`src/verilog/scan_config.svh`:
```
`ifndef SCAN_CONFIG_SVH
`define SCAN_CONFIG_SVH

// Stream id width, one context entry per id
`define SCAN_STREAM_ID_W 6

// Depth of the per-stream context memory
`define SCAN_STREAMS 64

// Matched packet counter width, wraps on overflow
`define SCAN_COUNT_W 16

// Minimum idle cycles between last byte strobe and eop
// Covers the decode, automaton and flag registers
`define SCAN_DRAIN 2

`endif

```
`src/verilog/scan_pkg.sv`:
```
package scan_pkg;

   // Character classes produced by the decode stage
   // Only the bytes the pattern cares about get their own class
   typedef enum logic [1:0]
   {
      CLS_OTHER = 2'd0,
      CLS_A     = 2'd1,
      CLS_DIGIT = 2'd2,
      CLS_Z     = 2'd3
   } char_class_t;

   // Automaton states for the pattern a [0-9]+ z
   // ST_IDLE      nothing useful seen
   // ST_SAW_A     last byte was 'a'
   // ST_DIGITS    'a' then at least one digit
   // Accept is a transition out of ST_DIGITS, not a state of its own
   typedef enum logic [1:0]
   {
      ST_IDLE   = 2'd0,
      ST_SAW_A  = 2'd1,
      ST_DIGITS = 2'd2
   } dfa_state_t;

endpackage

```
`src/verilog/char_class_decode.sv`:
```
`timescale 1ns/10ps

module char_class_decode
(
   input  logic                  clk,
   input  logic                  rst_n,
   input  logic [7:0]            char_in,
   input  logic                  char_in_vld,
   output scan_pkg::char_class_t char_class,
   output logic                  class_vld
);

   scan_pkg::char_class_t class_nxt;

   // Byte to class lookup
   // ASCII 'a' is 8'h61, 'z' is 8'h7a, digits are 8'h30 to 8'h39
   always_comb
   begin
      if (char_in == 8'h61)
         class_nxt = scan_pkg::CLS_A;
      else if (char_in == 8'h7a)
         class_nxt = scan_pkg::CLS_Z;
      else if ((char_in >= 8'h30) && (char_in <= 8'h39))
         class_nxt = scan_pkg::CLS_DIGIT;
      else
         class_nxt = scan_pkg::CLS_OTHER;
   end

   // Class register, only loaded on a strobed byte
   // Value is don't care while class_vld is low
   always_ff @(posedge clk)
   begin
      if (char_in_vld)
         char_class <= class_nxt;
   end

   // Strobe follows the class by one register
   always_ff @(posedge clk)
   begin
      if (!rst_n)
         class_vld <= 1'b0;
      else
         class_vld <= char_in_vld;
   end

endmodule

```
`src/verilog/regex_dfa.sv`:
```
`timescale 1ns/10ps

module regex_dfa
(
   input  logic                  clk,
   input  logic                  rst_n,
   input  scan_pkg::char_class_t char_class,
   input  logic                  class_vld,
   input  scan_pkg::dfa_state_t  state_in,
   input  logic                  state_in_vld,
   output scan_pkg::dfa_state_t  state_out,
   output logic                  accept_out
);

   scan_pkg::dfa_state_t state_nxt;
   logic                 accept_nxt;

   // Transition function for a [0-9]+ z
   always_comb
   begin
      accept_nxt = 1'b0;
      case (char_class)
         // An 'a' always restarts the match, even mid pattern
         scan_pkg::CLS_A:
            state_nxt = scan_pkg::ST_SAW_A;
         // Digits only count after an 'a'
         scan_pkg::CLS_DIGIT:
            if ((state_out == scan_pkg::ST_SAW_A) || (state_out == scan_pkg::ST_DIGITS))
               state_nxt = scan_pkg::ST_DIGITS;
            else
               state_nxt = scan_pkg::ST_IDLE;
         // 'z' after digits completes the pattern
         scan_pkg::CLS_Z:
         begin
            if (state_out == scan_pkg::ST_DIGITS)
               accept_nxt = 1'b1;
            state_nxt = scan_pkg::ST_IDLE;
         end
         default:
            state_nxt = scan_pkg::ST_IDLE;
      endcase
   end

   // State register
   // A restore from the context memory wins over a byte step
   always_ff @(posedge clk)
   begin
      if (!rst_n)
      begin
         state_out  <= scan_pkg::ST_IDLE;
         accept_out <= 1'b0;
      end
      else
      begin
         // Accept is a single cycle pulse
         accept_out <= 1'b0;
         if (state_in_vld)
            state_out <= state_in;
         else if (class_vld)
         begin
            state_out  <= state_nxt;
            accept_out <= accept_nxt;
         end
      end
   end

   // Restore lands before the first byte of a packet, so the two never meet
   a_no_restore_during_byte : assert property (
      @(posedge clk) disable iff (!rst_n)
      !(state_in_vld && class_vld)
   );

   // Accept leaves ST_DIGITS, so a second accept right after is impossible
   a_accept_single_cycle : assert property (
      @(posedge clk) disable iff (!rst_n)
      accept_out |=> !accept_out
   );

endmodule

```
`src/verilog/scan_top.sv`:
```
`timescale 1ns/10ps

`include "scan_config.svh"

module scan_top
(
   input  logic                         clk,
   input  logic                         rst_n,
   input  logic [7:0]                   char_in,
   input  logic                         char_in_vld,
   input  logic                         load_state,
   input  logic [`SCAN_STREAM_ID_W-1:0] stream_id,
   input  logic                         new_stream_id,
   input  logic                         enable,
   input  logic                         eop,
   output logic [`SCAN_COUNT_W-1:0]     count,
   output logic                         fired
);

   // Decoded byte stream into the stream unit
   scan_pkg::char_class_t char_class;
   logic                  class_vld;

   // Decode stage, bytes to two bit classes
   char_class_decode char_class_decode0
   (
      .clk         (clk),
      .rst_n       (rst_n),
      .char_in     (char_in),
      .char_in_vld (char_in_vld),
      .char_class  (char_class),
      .class_vld   (class_vld)
   );

   // Automaton plus per-stream context and match counter
   stream_regex_unit stream_regex_unit0
   (
      .clk           (clk),
      .rst_n         (rst_n),
      .char_class    (char_class),
      .class_vld     (class_vld),
      .eop           (eop),
      .load_state    (load_state),
      .enable        (enable),
      .new_stream_id (new_stream_id),
      .stream_id     (stream_id),
      .count         (count),
      .fired         (fired)
   );

endmodule

```
`src/verilog/stream_regex_unit.sv`:
```
`timescale 1ns/10ps

`include "scan_config.svh"

module stream_regex_unit
(
   input  logic                         clk,
   input  logic                         rst_n,
   input  scan_pkg::char_class_t        char_class,
   input  logic                         class_vld,
   input  logic                         eop,
   input  logic                         load_state,
   input  logic                         enable,
   input  logic                         new_stream_id,
   input  logic [`SCAN_STREAM_ID_W-1:0] stream_id,
   output logic [`SCAN_COUNT_W-1:0]     count,
   output logic                         fired
);

   // Saved automaton state, one entry per stream id
   scan_pkg::dfa_state_t state_mem [0:`SCAN_STREAMS-1];

   scan_pkg::dfa_state_t state_in;
   logic                 state_in_vld;
   scan_pkg::dfa_state_t state_out;
   logic                 accept_out;

   // Speculative match flag for the packet in flight
   // Only committed to count at eop when the stream is enabled
   always_ff @(posedge clk)
   begin
      if (!rst_n)
      begin
         count <= '0;
         fired <= 1'b0;
      end
      else
      begin
         // New packet starts with no match
         if (load_state)
            fired <= 1'b0;

         // Any completed pattern in the packet marks it matched
         if (accept_out)
            fired <= 1'b1;

         if (eop)
         begin
            if (enable)
               count <= count + {{(`SCAN_COUNT_W-1){1'b0}}, fired};
            else
               // Disabled stream, drop the match
               fired <= 1'b0;
         end
      end
   end

   // Context save at eop, enabled streams only
   // A disabled stream keeps the state it had before this packet
   always_ff @(posedge clk)
   begin
      if (eop && enable)
         state_mem[stream_id] <= state_out;
   end

   // Restore path, presented to the automaton one cycle after load_state
   always_ff @(posedge clk)
   begin
      if (load_state)
      begin
         // First packet of a stream starts clean
         if (new_stream_id)
            state_in <= scan_pkg::ST_IDLE;
         else
            state_in <= state_mem[stream_id];
      end
   end

   always_ff @(posedge clk)
   begin
      if (!rst_n)
         state_in_vld <= 1'b0;
      else
         state_in_vld <= load_state;
   end

   regex_dfa regex_dfa0
   (
      .clk          (clk),
      .rst_n        (rst_n),
      .char_class   (char_class),
      .class_vld    (class_vld),
      .state_in     (state_in),
      .state_in_vld (state_in_vld),
      .state_out    (state_out),
      .accept_out   (accept_out)
   );

   // Packet start and end are distinct pulses
   a_no_load_with_eop : assert property (
      @(posedge clk) disable iff (!rst_n)
      !(load_state && eop)
   );

   // Last byte must reach the flag and the saved state before eop samples them
   a_eop_drain : assert property (
      @(posedge clk) disable iff (!rst_n)
      class_vld |-> !eop [*`SCAN_DRAIN]
   );

endmodule
```
`config.mk`:
```
export PLATFORM = sky130hd
export DESIGN_NAME = scan_top
export DESIGN_NICKNAME = d
export VERILOG_FILES = /design/src/verilog/scan_pkg.sv /design/src/verilog/char_class_decode.sv /design/src/verilog/regex_dfa.sv /design/src/verilog/scan_top.sv /design/src/verilog/stream_regex_unit.sv
export VERILOG_INCLUDE_DIRS = /design/src /design/src/verilog
export SDC_FILE = /design/constraint.sdc
export NUM_CORES = 1
export LEC_CHECK = 0
export CORE_ASPECT_RATIO = 1.4
export CORE_UTILIZATION = 51
export DETAILED_ROUTE_END_ITERATION = 8
export DONT_BUFFER_PORTS = 1
export PLACE_DENSITY_LB_ADDON = 0.1
export SLEW_MARGIN = 5
export SYNTH_ARGS = -nofsm -noshare
export SYNTH_HDL_FRONTEND = slang
export SYNTH_HIERARCHICAL = 1
export SYNTH_SLANG_ARGS = --single-unit
```
`constraint.sdc`:
```
create_clock -name clk -period 2.8 [get_ports clk]
set_input_delay 0.14 -clock clk [delete_from_list [all_inputs] [get_ports clk]]
set_output_delay 0.14 -clock clk [all_outputs]
set_load 0.01 [all_outputs]
```
==> impl_metrics.xml, run 1 <==
<?xml version="1.0" encoding="UTF-8"?>
<metrics>
  <group name="timing">
    <metric name="rsz0062_at_grt" unit="">false</metric>
    <metric name="totalNegativeSetupSlack" unit="ps">0</metric>
    <metric name="maxSlewHeadroom" unit="">0.571</metric>
    <metric name="worst_clock_skew" unit="ps">8.22</metric>
    <metric name="slew_viol_final" unit="">0</metric>
    <metric name="timing_worst_slew_pin_value" unit="ps">638</metric>
    <metric name="finalCriticalPeriod" unit="ps">1960</metric>
    <metric name="min_period_over_period" unit="">0.700</metric>
    <metric name="hold_viol_final" unit="">0</metric>
    <metric name="worst_slack_on_hold_paths" unit="ps">8.01</metric>
    <metric name="setup_violation_total_in_the_final_timing_report" unit="">0</metric>
    <metric name="max_freq" unit="MHz">510</metric>
  </group>
  <group name="final_layout">
    <metric name="num-nets-final" unit="">463</metric>
    <metric name="ff_latch_area" unit="sq um">4410</metric>
    <metric name="final_common_cell" unit="">edfxtp_1</metric>
    <metric name="diodes" unit="">0</metric>
    <metric name="multiInputGateArea" unit="sq um">2040</metric>
    <metric name="final_area" unit="sq um">7380</metric>
    <metric name="num-fill-cells" unit="">1021</metric>
    <metric name="layout_common_cells" unit="">edfxtp_1, nor2_1, nand2_1, dfxtp_1, mux4_1</metric>
    <metric name="flow.area_growth_from_synthesis" unit="%">11.1</metric>
    <metric name="final_core_util" unit="">0.578</metric>
    <metric name="final_layout_size_suffix_gt1_frac" unit="">0.103</metric>
  </group>
  <group name="grt">
    <metric name="groute.usage.overall" unit="">0.209</metric>
    <metric name="grt_antenna_before_repair" unit="">0</metric>
    <metric name="grt_pass1_wl" unit="microns">20300</metric>
    <metric name="grt.overflow.total" unit="">0</metric>
    <metric name="vias_in_the_first_global_route" unit="">3720</metric>
    <metric name="grt_start_max_net_pins" unit="">66</metric>
  </group>
  <group name="synthesis">
    <metric name="yosys_most_used_dff" unit="">edfxtp_1</metric>
    <metric name="yosysWarningCount" unit="">6</metric>
    <metric name="yosys-top-cells-area" unit="">edfxtp_1, mux4_1, dfxtp_1, nor2_1, mux4_2</metric>
    <metric name="average_instance_area_after_synthesis" unit="sq um">15.6</metric>
    <metric name="synth.top_cell.area_share" unit="">0.597</metric>
    <metric name="synth-edff-count" unit="">132</metric>
    <metric name="ys_async_sr_fraction" unit="">0</metric>
    <metric name="syn-num-nets" unit="">454</metric>
    <metric name="synth_cell_types" unit="">49</metric>
    <metric name="synth-seq-cells" unit="">154</metric>
    <metric name="mappedNetlistArea" unit="sq um">6640</metric>
    <metric name="synth.largest_area_cell" unit="">edfxtp_1</metric>
    <metric name="synth_cells" unit="">427</metric>
    <metric name="synth_sequential_area_ratio" unit="">0.663</metric>
  </group>
  <group name="critical_path">
    <metric name="timing.critical_path.buf_inv" unit="">0</metric>
    <metric name="critical_path.endpoint" unit="">stream_regex_unit0/count[13]</metric>
    <metric name="worst-r2r-setup-slack" unit="ps">840</metric>
    <metric name="path_max_fanout" unit="">4</metric>
    <metric name="critical_path.reg2reg.startpoint" unit="">stream_regex_unit0/fired</metric>
    <metric name="cp_cell_sequence" unit="">ha_1, nand3_1, nor4_1, nand3_1, xnor2_1, and2_1</metric>
    <metric name="cpPeakStageDelay" unit="ps">600</metric>
    <metric name="crit_slowest_cell" unit="">nor4_1</metric>
    <metric name="r2r_end" unit="">stream_regex_unit0/count[13]</metric>
    <metric name="worst_setup_path_start_kind" unit="">register</metric>
    <metric name="reg2reg_depth" unit="">6</metric>
    <metric name="worst_ep_arrival_time" unit="ps">2270</metric>
    <metric name="path_delay_family" unit="">simple AND/OR/NAND/NOR gates</metric>
    <metric name="worstSetupPathType" unit="">reg2reg</metric>
    <metric name="cp_dominant_cell_by_count" unit="">nand3_1</metric>
    <metric name="worstSetupEndpointType" unit="">register</metric>
    <metric name="critical_path_cell_count" unit="">6</metric>
    <metric name="setup.worst_path.start" unit="">stream_regex_unit0/fired</metric>
    <metric name="required" unit="ps">3110</metric>
  </group>
  <group name="clocking">
    <metric name="worst_setup_hold_path_clk_slew" unit="ps">60</metric>
    <metric name="tritoncts_clock_tree" unit="">built</metric>
    <metric name="clk-insertion-delay-late" unit="ps">410</metric>
    <metric name="postCtsSetupRepairBufs" unit="">0</metric>
    <metric name="cts_buffer_depth" unit="">2</metric>
    <metric name="cts_max_level" unit="">4</metric>
    <metric name="cts.root.buffer_cell" unit="">clkbuf_16</metric>
    <metric name="tritoncts.num_buffers" unit="">17</metric>
    <metric name="cts-resized-gates" unit="">0</metric>
    <metric name="cts_sinks" unit="">154</metric>
  </group>
  <group name="placed_design">
    <metric name="gp_congestion" unit="">0.709</metric>
    <metric name="port_buffers" unit="">0</metric>
    <metric name="postPlaceCellArea" unit="sq um">6680</metric>
    <metric name="place.detailed.hpwl" unit="microns">8070</metric>
  </group>
  <group name="drt">
    <metric name="drt-wirelength-per-cell" unit="microns">21.7</metric>
    <metric name="postRouteAntennaNets" unit="">0</metric>
    <metric name="drc" unit="">6</metric>
    <metric name="first_iter_violations" unit="">197</metric>
    <metric name="routed_wl" unit="microns">13100</metric>
    <metric name="detail_route.first_pass.iterations" unit="">9</metric>
    <metric name="route.vias.total" unit="">3558</metric>
    <metric name="vias_per_cell" unit="">5.92</metric>
  </group>
  <group name="floorplanning">
    <metric name="initial_core_util" unit="">0.521</metric>
    <metric name="io-pin-count" unit="">38</metric>
    <metric name="standard_cell_row_count" unit="">49</metric>
    <metric name="dieHeight" unit="microns">137</metric>
    <metric name="core-area" unit="sq um">12800</metric>
    <metric name="die_area" unit="sq um">13500</metric>
    <metric name="dieWidth" unit="microns">98.4</metric>
  </group>
  <group name="status">
    <metric name="status" unit="">finished with violations</metric>
    <metric name="failed_checks" unit="">DRC</metric>
  </group>
  <group name="power_and_ir_drop">
    <metric name="vdd_ir_drop_max" unit="V">0.000342</metric>
    <metric name="power_density" unit="nW/um^2">695</metric>
    <metric name="p_leak" unit="uW">0.00251</metric>
    <metric name="switching_share" unit="">0.189</metric>
    <metric name="pwr-share-seq" unit="">0.492</metric>
    <metric name="comb_power_share" unit="">0.034</metric>
    <metric name="p_clk_frac" unit="">0.474</metric>
    <metric name="switchingPower" unit="uW">968</metric>
    <metric name="power_report.internal_total" unit="uW">4160</metric>
  </group>
  <group name="min_path">
    <metric name="worstHoldPathType" unit="">in2reg</metric>
  </group>
  <group name="job">
    <metric name="cap_viol_max_count" unit="">0</metric>
  </group>
</metrics>
per-layer routing:
metal | up-vias | wire length (microns) | track usage
met5 | - | 0 | 0
met4 | 0 | 122 | 0.0622
met3 | 9 | 610 | 0.0465
met2 | 97 | 6830 | 0.370
met1 | 1804 | 5490 | 0.257
li1 | 1648 | - | -
power by group through the flow:
stage,Combinational [uW],Clock [uW],Sequential [uW]
3_5_place_dp,159,0,2570
5_1_grt,189,2570,2530
6_report,172,2430,2520
3_3_place_gp,156,0,2570
4_1_cts,175,2470,2520
2_1_floorplan,146,0,2580
stage by stage:
stage | power [uW] | std cells | setup slack, ps
3_5_place_dp | 2730 | 563 | 843
5_1_grt | 5290 | 601 | 706
3_3_place_gp | 2730 | 563 | 844
6_report | 5130 | 601 | 839
2_1_floorplan | 2730 | 427 | 831
4_1_cts | 5170 | 601 | 806
Yosys cell counts, types with 8 or more instances:
master    number
nor2_1        75
mux4_1        20
nand2_1       21
nand3_1       12
xor2_1         8
dfxtp_1       22
nor2b_1        8
edfxtp_1     132
mux4_2        11
and2_1        15
mux2i_1       10
worst min path at each step:
stage,startpoint,to,slack (ps),depth (start not counted)
after global routing,char_in[5],char_class_decode0/char_class[1],3,1
after global placement,char_in_vld,char_class_decode0/char_class[1],250,0
after floorplan,char_in_vld,char_class_decode0/char_class[0],250,0
after CTS,char_in[5],char_class_decode0/char_class[1],1,1
final,char_in[5],char_class_decode0/char_class[1],8,1
after detailed placement,char_in_vld,char_class_decode0/char_class[1],250,0
cell families after synthesis:
kind of cell,after synthesis,synth area share
XOR/XNOR,14,0.0185
flip-flops,154,0.663
multiplexers,42,0.133
AO/OA/AOI/OAI,23,0.0239
adder cells (fa/ha/maj),6,0.0113
buffers and inverters,24,0.0290
AND/OR/NAND/NOR,164,0.121
registers in the layout (all words and copies together), names as in the netlist:
register and count:
stream_regex_unit0/regex_dfa0/state_out 2, stream_regex_unit0/state_mem 128, stream_regex_unit0/count 16, stream_regex_unit0/state_in 2, char_class_decode0/class_vld 1, char_class_decode0/char_class 2, stream_regex_unit0/fired 1, stream_regex_unit0/state_in_vld 1
stream_regex_unit0/regex_dfa0/accept_out 1
cell type report:
| cell class | instances | area share |
|---|---|---|
| Tap cell | 153 | 0.0260 |
| Inverter | 5 | 0.00254 |
| Multi-Input combinational cell | 249 | 0.277 |
| Clock inverter | 13 | 0.0273 |
| Clock buffer | 18 | 0.0582 |
| Sequential cell | 154 | 0.597 |
| Timing Repair Buffer | 9 | 0.0115 |
timing repair:
action / CTS / global route
endpoints found under the setup margin: 0 / 0
hold buffers: 7 / 0
endpoints found under the hold margin: 29 / 0
(Power assumes the default switching activity.)
==> inputs of run 2 (changes only) <==
- ABC_AREA: unset -> 1
- clock period: 2.8 -> 1.7 ns (I/O delays scaled with it)
==> run 2 against run 1 <==
The flow now finishes without violations. Global-route usage grew 1.2 points. Utilization grew 2.1 points. Design area grew 9.9%. Sequential cell count is the same. Worst setup slack lost 770 ps. Clock skew shrank 2.6 ps. Via count grew 43%. Register-to-register slack lost 630 ps. Clock power grew 46%.
==> impl_metrics.xml, run 2 <==
<?xml version="1.0" encoding="UTF-8"?>
<metrics>
  <group name="critical_path">
    <metric name="cp_cell_sequence" unit="">dlygate4sd3_1, nand2_1, inv_2, nand3_1, nor2_1</metric>
    <metric name="worst_ep_arrival_time" unit="ps">1730</metric>
    <metric name="path_max_fanout" unit="">13</metric>
    <metric name="crit_slowest_cell" unit="">dlygate4sd3_1</metric>
    <metric name="worst-r2r-setup-slack" unit="ps">210</metric>
    <metric name="cpPeakStageDelay" unit="ps">550</metric>
    <metric name="r2r_end" unit="">stream_regex_unit0/count[14]</metric>
    <metric name="critical_path.reg2reg.startpoint" unit="">stream_regex_unit0/fired</metric>
    <metric name="required" unit="ps">1790</metric>
    <metric name="timing.critical_path.buf_inv" unit="">2</metric>
    <metric name="path_delay_family" unit="">simple AND/OR/NAND/NOR gates</metric>
    <metric name="reg2reg_depth" unit="">11</metric>
    <metric name="worst_setup_path_start_kind" unit="">input port</metric>
    <metric name="worstSetupEndpointType" unit="">register</metric>
    <metric name="worstSetupPathType" unit="">in2reg</metric>
  </group>
  <group name="drt">
    <metric name="route.vias.total" unit="">5105</metric>
    <metric name="detail_route.first_pass.iterations" unit="">5</metric>
    <metric name="drt-wirelength-per-cell" unit="microns">15.0</metric>
    <metric name="vias_per_cell" unit="">5.12</metric>
    <metric name="routed_wl" unit="microns">15000</metric>
    <metric name="postRouteAntennaNets" unit="">0</metric>
    <metric name="drc" unit="">0</metric>
    <metric name="first_iter_violations" unit="">309</metric>
  </group>
  <group name="power_and_ir_drop">
    <metric name="switchingPower" unit="uW">1690</metric>
    <metric name="pwr-share-seq" unit="">0.513</metric>
    <metric name="power_report.internal_total" unit="uW">6380</metric>
    <metric name="switching_share" unit="">0.209</metric>
    <metric name="p_leak" unit="uW">0.00344</metric>
    <metric name="vdd_ir_drop_max" unit="V">0.000627</metric>
    <metric name="p_clk_frac" unit="">0.439</metric>
    <metric name="comb_power_share" unit="">0.049</metric>
    <metric name="power_density" unit="nW/um^2">995</metric>
  </group>
  <group name="timing">
    <metric name="worst_slack_on_hold_paths" unit="ps">29.1</metric>
    <metric name="maxSlewHeadroom" unit="">0.675</metric>
    <metric name="timing_worst_slew_pin_value" unit="ps">486</metric>
    <metric name="finalCriticalPeriod" unit="ps">1630</metric>
    <metric name="max_freq" unit="MHz">612</metric>
    <metric name="totalNegativeSetupSlack" unit="ps">0</metric>
    <metric name="hold_viol_final" unit="">0</metric>
    <metric name="min_period_over_period" unit="">0.961</metric>
    <metric name="setup_violation_total_in_the_final_timing_report" unit="">0</metric>
    <metric name="slew_viol_final" unit="">0</metric>
    <metric name="worst_clock_skew" unit="ps">5.62</metric>
    <metric name="rsz0062_at_grt" unit="">false</metric>
  </group>
  <group name="final_layout">
    <metric name="final_layout_size_suffix_gt1_frac" unit="">0.0933</metric>
    <metric name="num-nets-final" unit="">830</metric>
    <metric name="layout_common_cells" unit="">nand2_1, inv_1, edfxtp_1</metric>
    <metric name="max_flop_register" unit="">stream_regex_unit0/state_mem</metric>
    <metric name="diodes" unit="">0</metric>
    <metric name="final_common_cell" unit="">nand2_1</metric>
    <metric name="flow.area_growth_from_synthesis" unit="%">14.0</metric>
    <metric name="largest_registers_in_the_final_layout" unit="">stream_regex_unit0/state_mem (128), stream_regex_unit0/count (16)</metric>
    <metric name="max_ffs_per_register" unit="">128</metric>
  </group>
  <group name="synthesis">
    <metric name="ys_async_sr_fraction" unit="">0</metric>
    <metric name="synth.largest_area_cell" unit="">edfxtp_1</metric>
    <metric name="synthMostInstantiatedCell" unit="">nand2_1</metric>
    <metric name="yosys_most_used_dff" unit="">edfxtp_1</metric>
    <metric name="synth-edff-count" unit="">132</metric>
    <metric name="synth_compound_area_frac" unit="">0.0327</metric>
    <metric name="yosysWarningCount" unit="">6</metric>
    <metric name="synth.top_cell.area_share" unit="">0.557</metric>
    <metric name="synth-adder-area-share" unit="">0.0106</metric>
    <metric name="yosys-top-cells-area" unit="">edfxtp_1, nand2_1, inv_1, dfxtp_1, nor2_1</metric>
    <metric name="synth-seq-cells" unit="">154</metric>
    <metric name="synth_cells" unit="">774</metric>
    <metric name="synth_simple_gate_area_share" unit="">0.244</metric>
    <metric name="yosys.area_share.xor_xnor" unit="">0.00123</metric>
    <metric name="average_instance_area_after_synthesis" unit="sq um">9.19</metric>
    <metric name="synth_sequential_area_ratio" unit="">0.619</metric>
    <metric name="synth_mux_area_frac" unit="">0</metric>
    <metric name="synth.cells.most_frequent" unit="">nand2_1, inv_1, edfxtp_1</metric>
    <metric name="mappedNetlistArea" unit="sq um">7110</metric>
    <metric name="synth_cell_types" unit="">31</metric>
    <metric name="dominant_combinational_cell_family_by_area_after_synthesis" unit="">simple AND/OR/NAND/NOR gates</metric>
    <metric name="syn-num-nets" unit="">801</metric>
  </group>
  <group name="floorplanning">
    <metric name="standard_cell_row_count" unit="">50</metric>
    <metric name="dieWidth" unit="microns">102</metric>
    <metric name="die_area" unit="sq um">14400</metric>
    <metric name="core-area" unit="sq um">13500</metric>
    <metric name="dieHeight" unit="microns">142</metric>
    <metric name="io-pin-count" unit="">38</metric>
    <metric name="initial_core_util" unit="">0.526</metric>
  </group>
  <group name="placed_design">
    <metric name="port_buffers" unit="">0</metric>
    <metric name="gp_congestion" unit="">0.916</metric>
    <metric name="place.detailed.hpwl" unit="microns">9980</metric>
  </group>
  <group name="min_path">
    <metric name="hold_start" unit="">char_in[0]</metric>
    <metric name="hold-path-endpoint" unit="">char_class_decode0/char_class[0]</metric>
    <metric name="worstHoldPathType" unit="">in2reg</metric>
    <metric name="holdPathStages" unit="">4</metric>
  </group>
  <group name="grt">
    <metric name="groute.usage.overall" unit="">0.220</metric>
    <metric name="vias_in_the_first_global_route" unit="">5017</metric>
    <metric name="grt.overflow.total" unit="">0</metric>
    <metric name="grt_antenna_before_repair" unit="">0</metric>
    <metric name="grt_pass1_wl" unit="microns">23500</metric>
    <metric name="grt_start_max_net_pins" unit="">86</metric>
  </group>
  <group name="job">
    <metric name="cap_viol_max_count" unit="">0</metric>
  </group>
  <group name="clocking">
    <metric name="postCtsSetupRepairBufs" unit="">0</metric>
    <metric name="worst_setup_hold_path_clk_slew" unit="ps">60</metric>
    <metric name="cts_buffer_depth" unit="">2</metric>
    <metric name="cts_max_level" unit="">4</metric>
    <metric name="cts_sinks" unit="">154</metric>
    <metric name="cts.root.buffer_cell" unit="">clkbuf_16</metric>
    <metric name="clk-insertion-delay-late" unit="ps">410</metric>
    <metric name="tritoncts.num_buffers" unit="">17</metric>
    <metric name="tritoncts_clock_tree" unit="">built</metric>
  </group>
  <group name="status">
    <metric name="status" unit="">complete, no violations</metric>
  </group>
</metrics>
==> run 2: cell types whose count changed in the layout (fill, tap and decap cells not counted), sizes merged, moves of 14 or more <==
cell,previous run,this run
mux4,31,0
or2,0,14
inv,5,147
nor2,75,121
o21ai,3,25
and2,15,0
nand3,12,68
buf,2,19
nand2,21,188
==> run 2: per-layer routing <==
| metal | vias to the layer above | GRT usage | wire (microns) |
|---|---|---|---|
| li1 | 2517 | - | - |
| met3 | 26 | 0.0473 | 816 |
| met1 | 2400 | 0.252 | 5950 |
| met2 | 162 | 0.388 | 7770 |
| met5 | - | 0 | 0 |
| met4 | 0 | 0.101 | 422 |
==> run 2: what timing repair did <==
item / CTS / global route
hold endpoints to repair: 24 / 0
resized for setup: 0 / 3
hold buffers: 11 / 0
endpoints found under the setup margin: 0 / 3
==> run 2: kinds of logic (layout without fill, tap and decap cells) <==
| kind of cell | Yosys count | after routing |
|---|---|---|
| flip-flops | 154 | 154 |
| AND/OR/NAND/NOR | 406 | 406 |
| adder cells (fa/ha/maj) | 6 | 6 |
| XOR/XNOR | 1 | 1 |
| buffers and inverters | 167 | 208 |
| AO/OA/AOI/OAI | 40 | 40 |
==> run 2: final cells by class <==
| cell class | count | area (sq um) |
|---|---|---|
| clock buffer | 18 | 429 |
| inverter | 147 | 552 |
| timing repair buffer | 30 | 290 |
| multi-input combinational | 453 | 2070 |
| clock inverter | 13 | 130 |
| fill | 1189 | 5410 |
| sequential | 154 | 4410 |
| tap | 182 | 228 |
==> run 2: power by group through the flow <==
stage | combinational, uW | sequential, uW | clock, uW
after floorplan | 254 | 4220 | 0
after global placement | 352 | 4220 | 0
after detailed placement | 362 | 4220 | 0
after CTS | 391 | 4140 | 3610
after global routing | 431 | 4140 | 3730
final | 391 | 4140 | 3540
==> run 2: worst max path at each step <==
stage	startpoint	end	slack [ps]	cells past startpoint
final	enable	stream_regex_unit0/state_mem[39][1]	70	5
after global routing	enable	stream_regex_unit0/state_mem[39][1]	10	5
after CTS	enable	stream_regex_unit0/state_mem[39][1]	110	5
after detailed placement	stream_id[0]	stream_regex_unit0/state_in[0]	170	9
after global placement	stream_regex_unit0/count[0]	stream_regex_unit0/count[14]	230	10
after floorplan	stream_regex_unit0/regex_dfa0/state_out[0]	stream_regex_unit0/regex_dfa0/state_out[1]	230	7
==> run 2: metrics by stage <==
stage	std cells	total power [uW]	util	area, sq um	setup WS (ps)
final	997	8060	0.600	8100	65.6
after global routing	997	8300	0.600	8100	12.0
after CTS	997	8140	0.598	8090	107
after detailed placement	955	4580	0.549	7420	170
after global placement	955	4570	0.549	7420	230
after floorplan	774	4480	-	7110	226
==> run 2: tightest hold or removal path, stage by stage <==
cell	delay [ps]
nand2_1	50
nor2_1	50
nand2_1	50
nand2_1	40
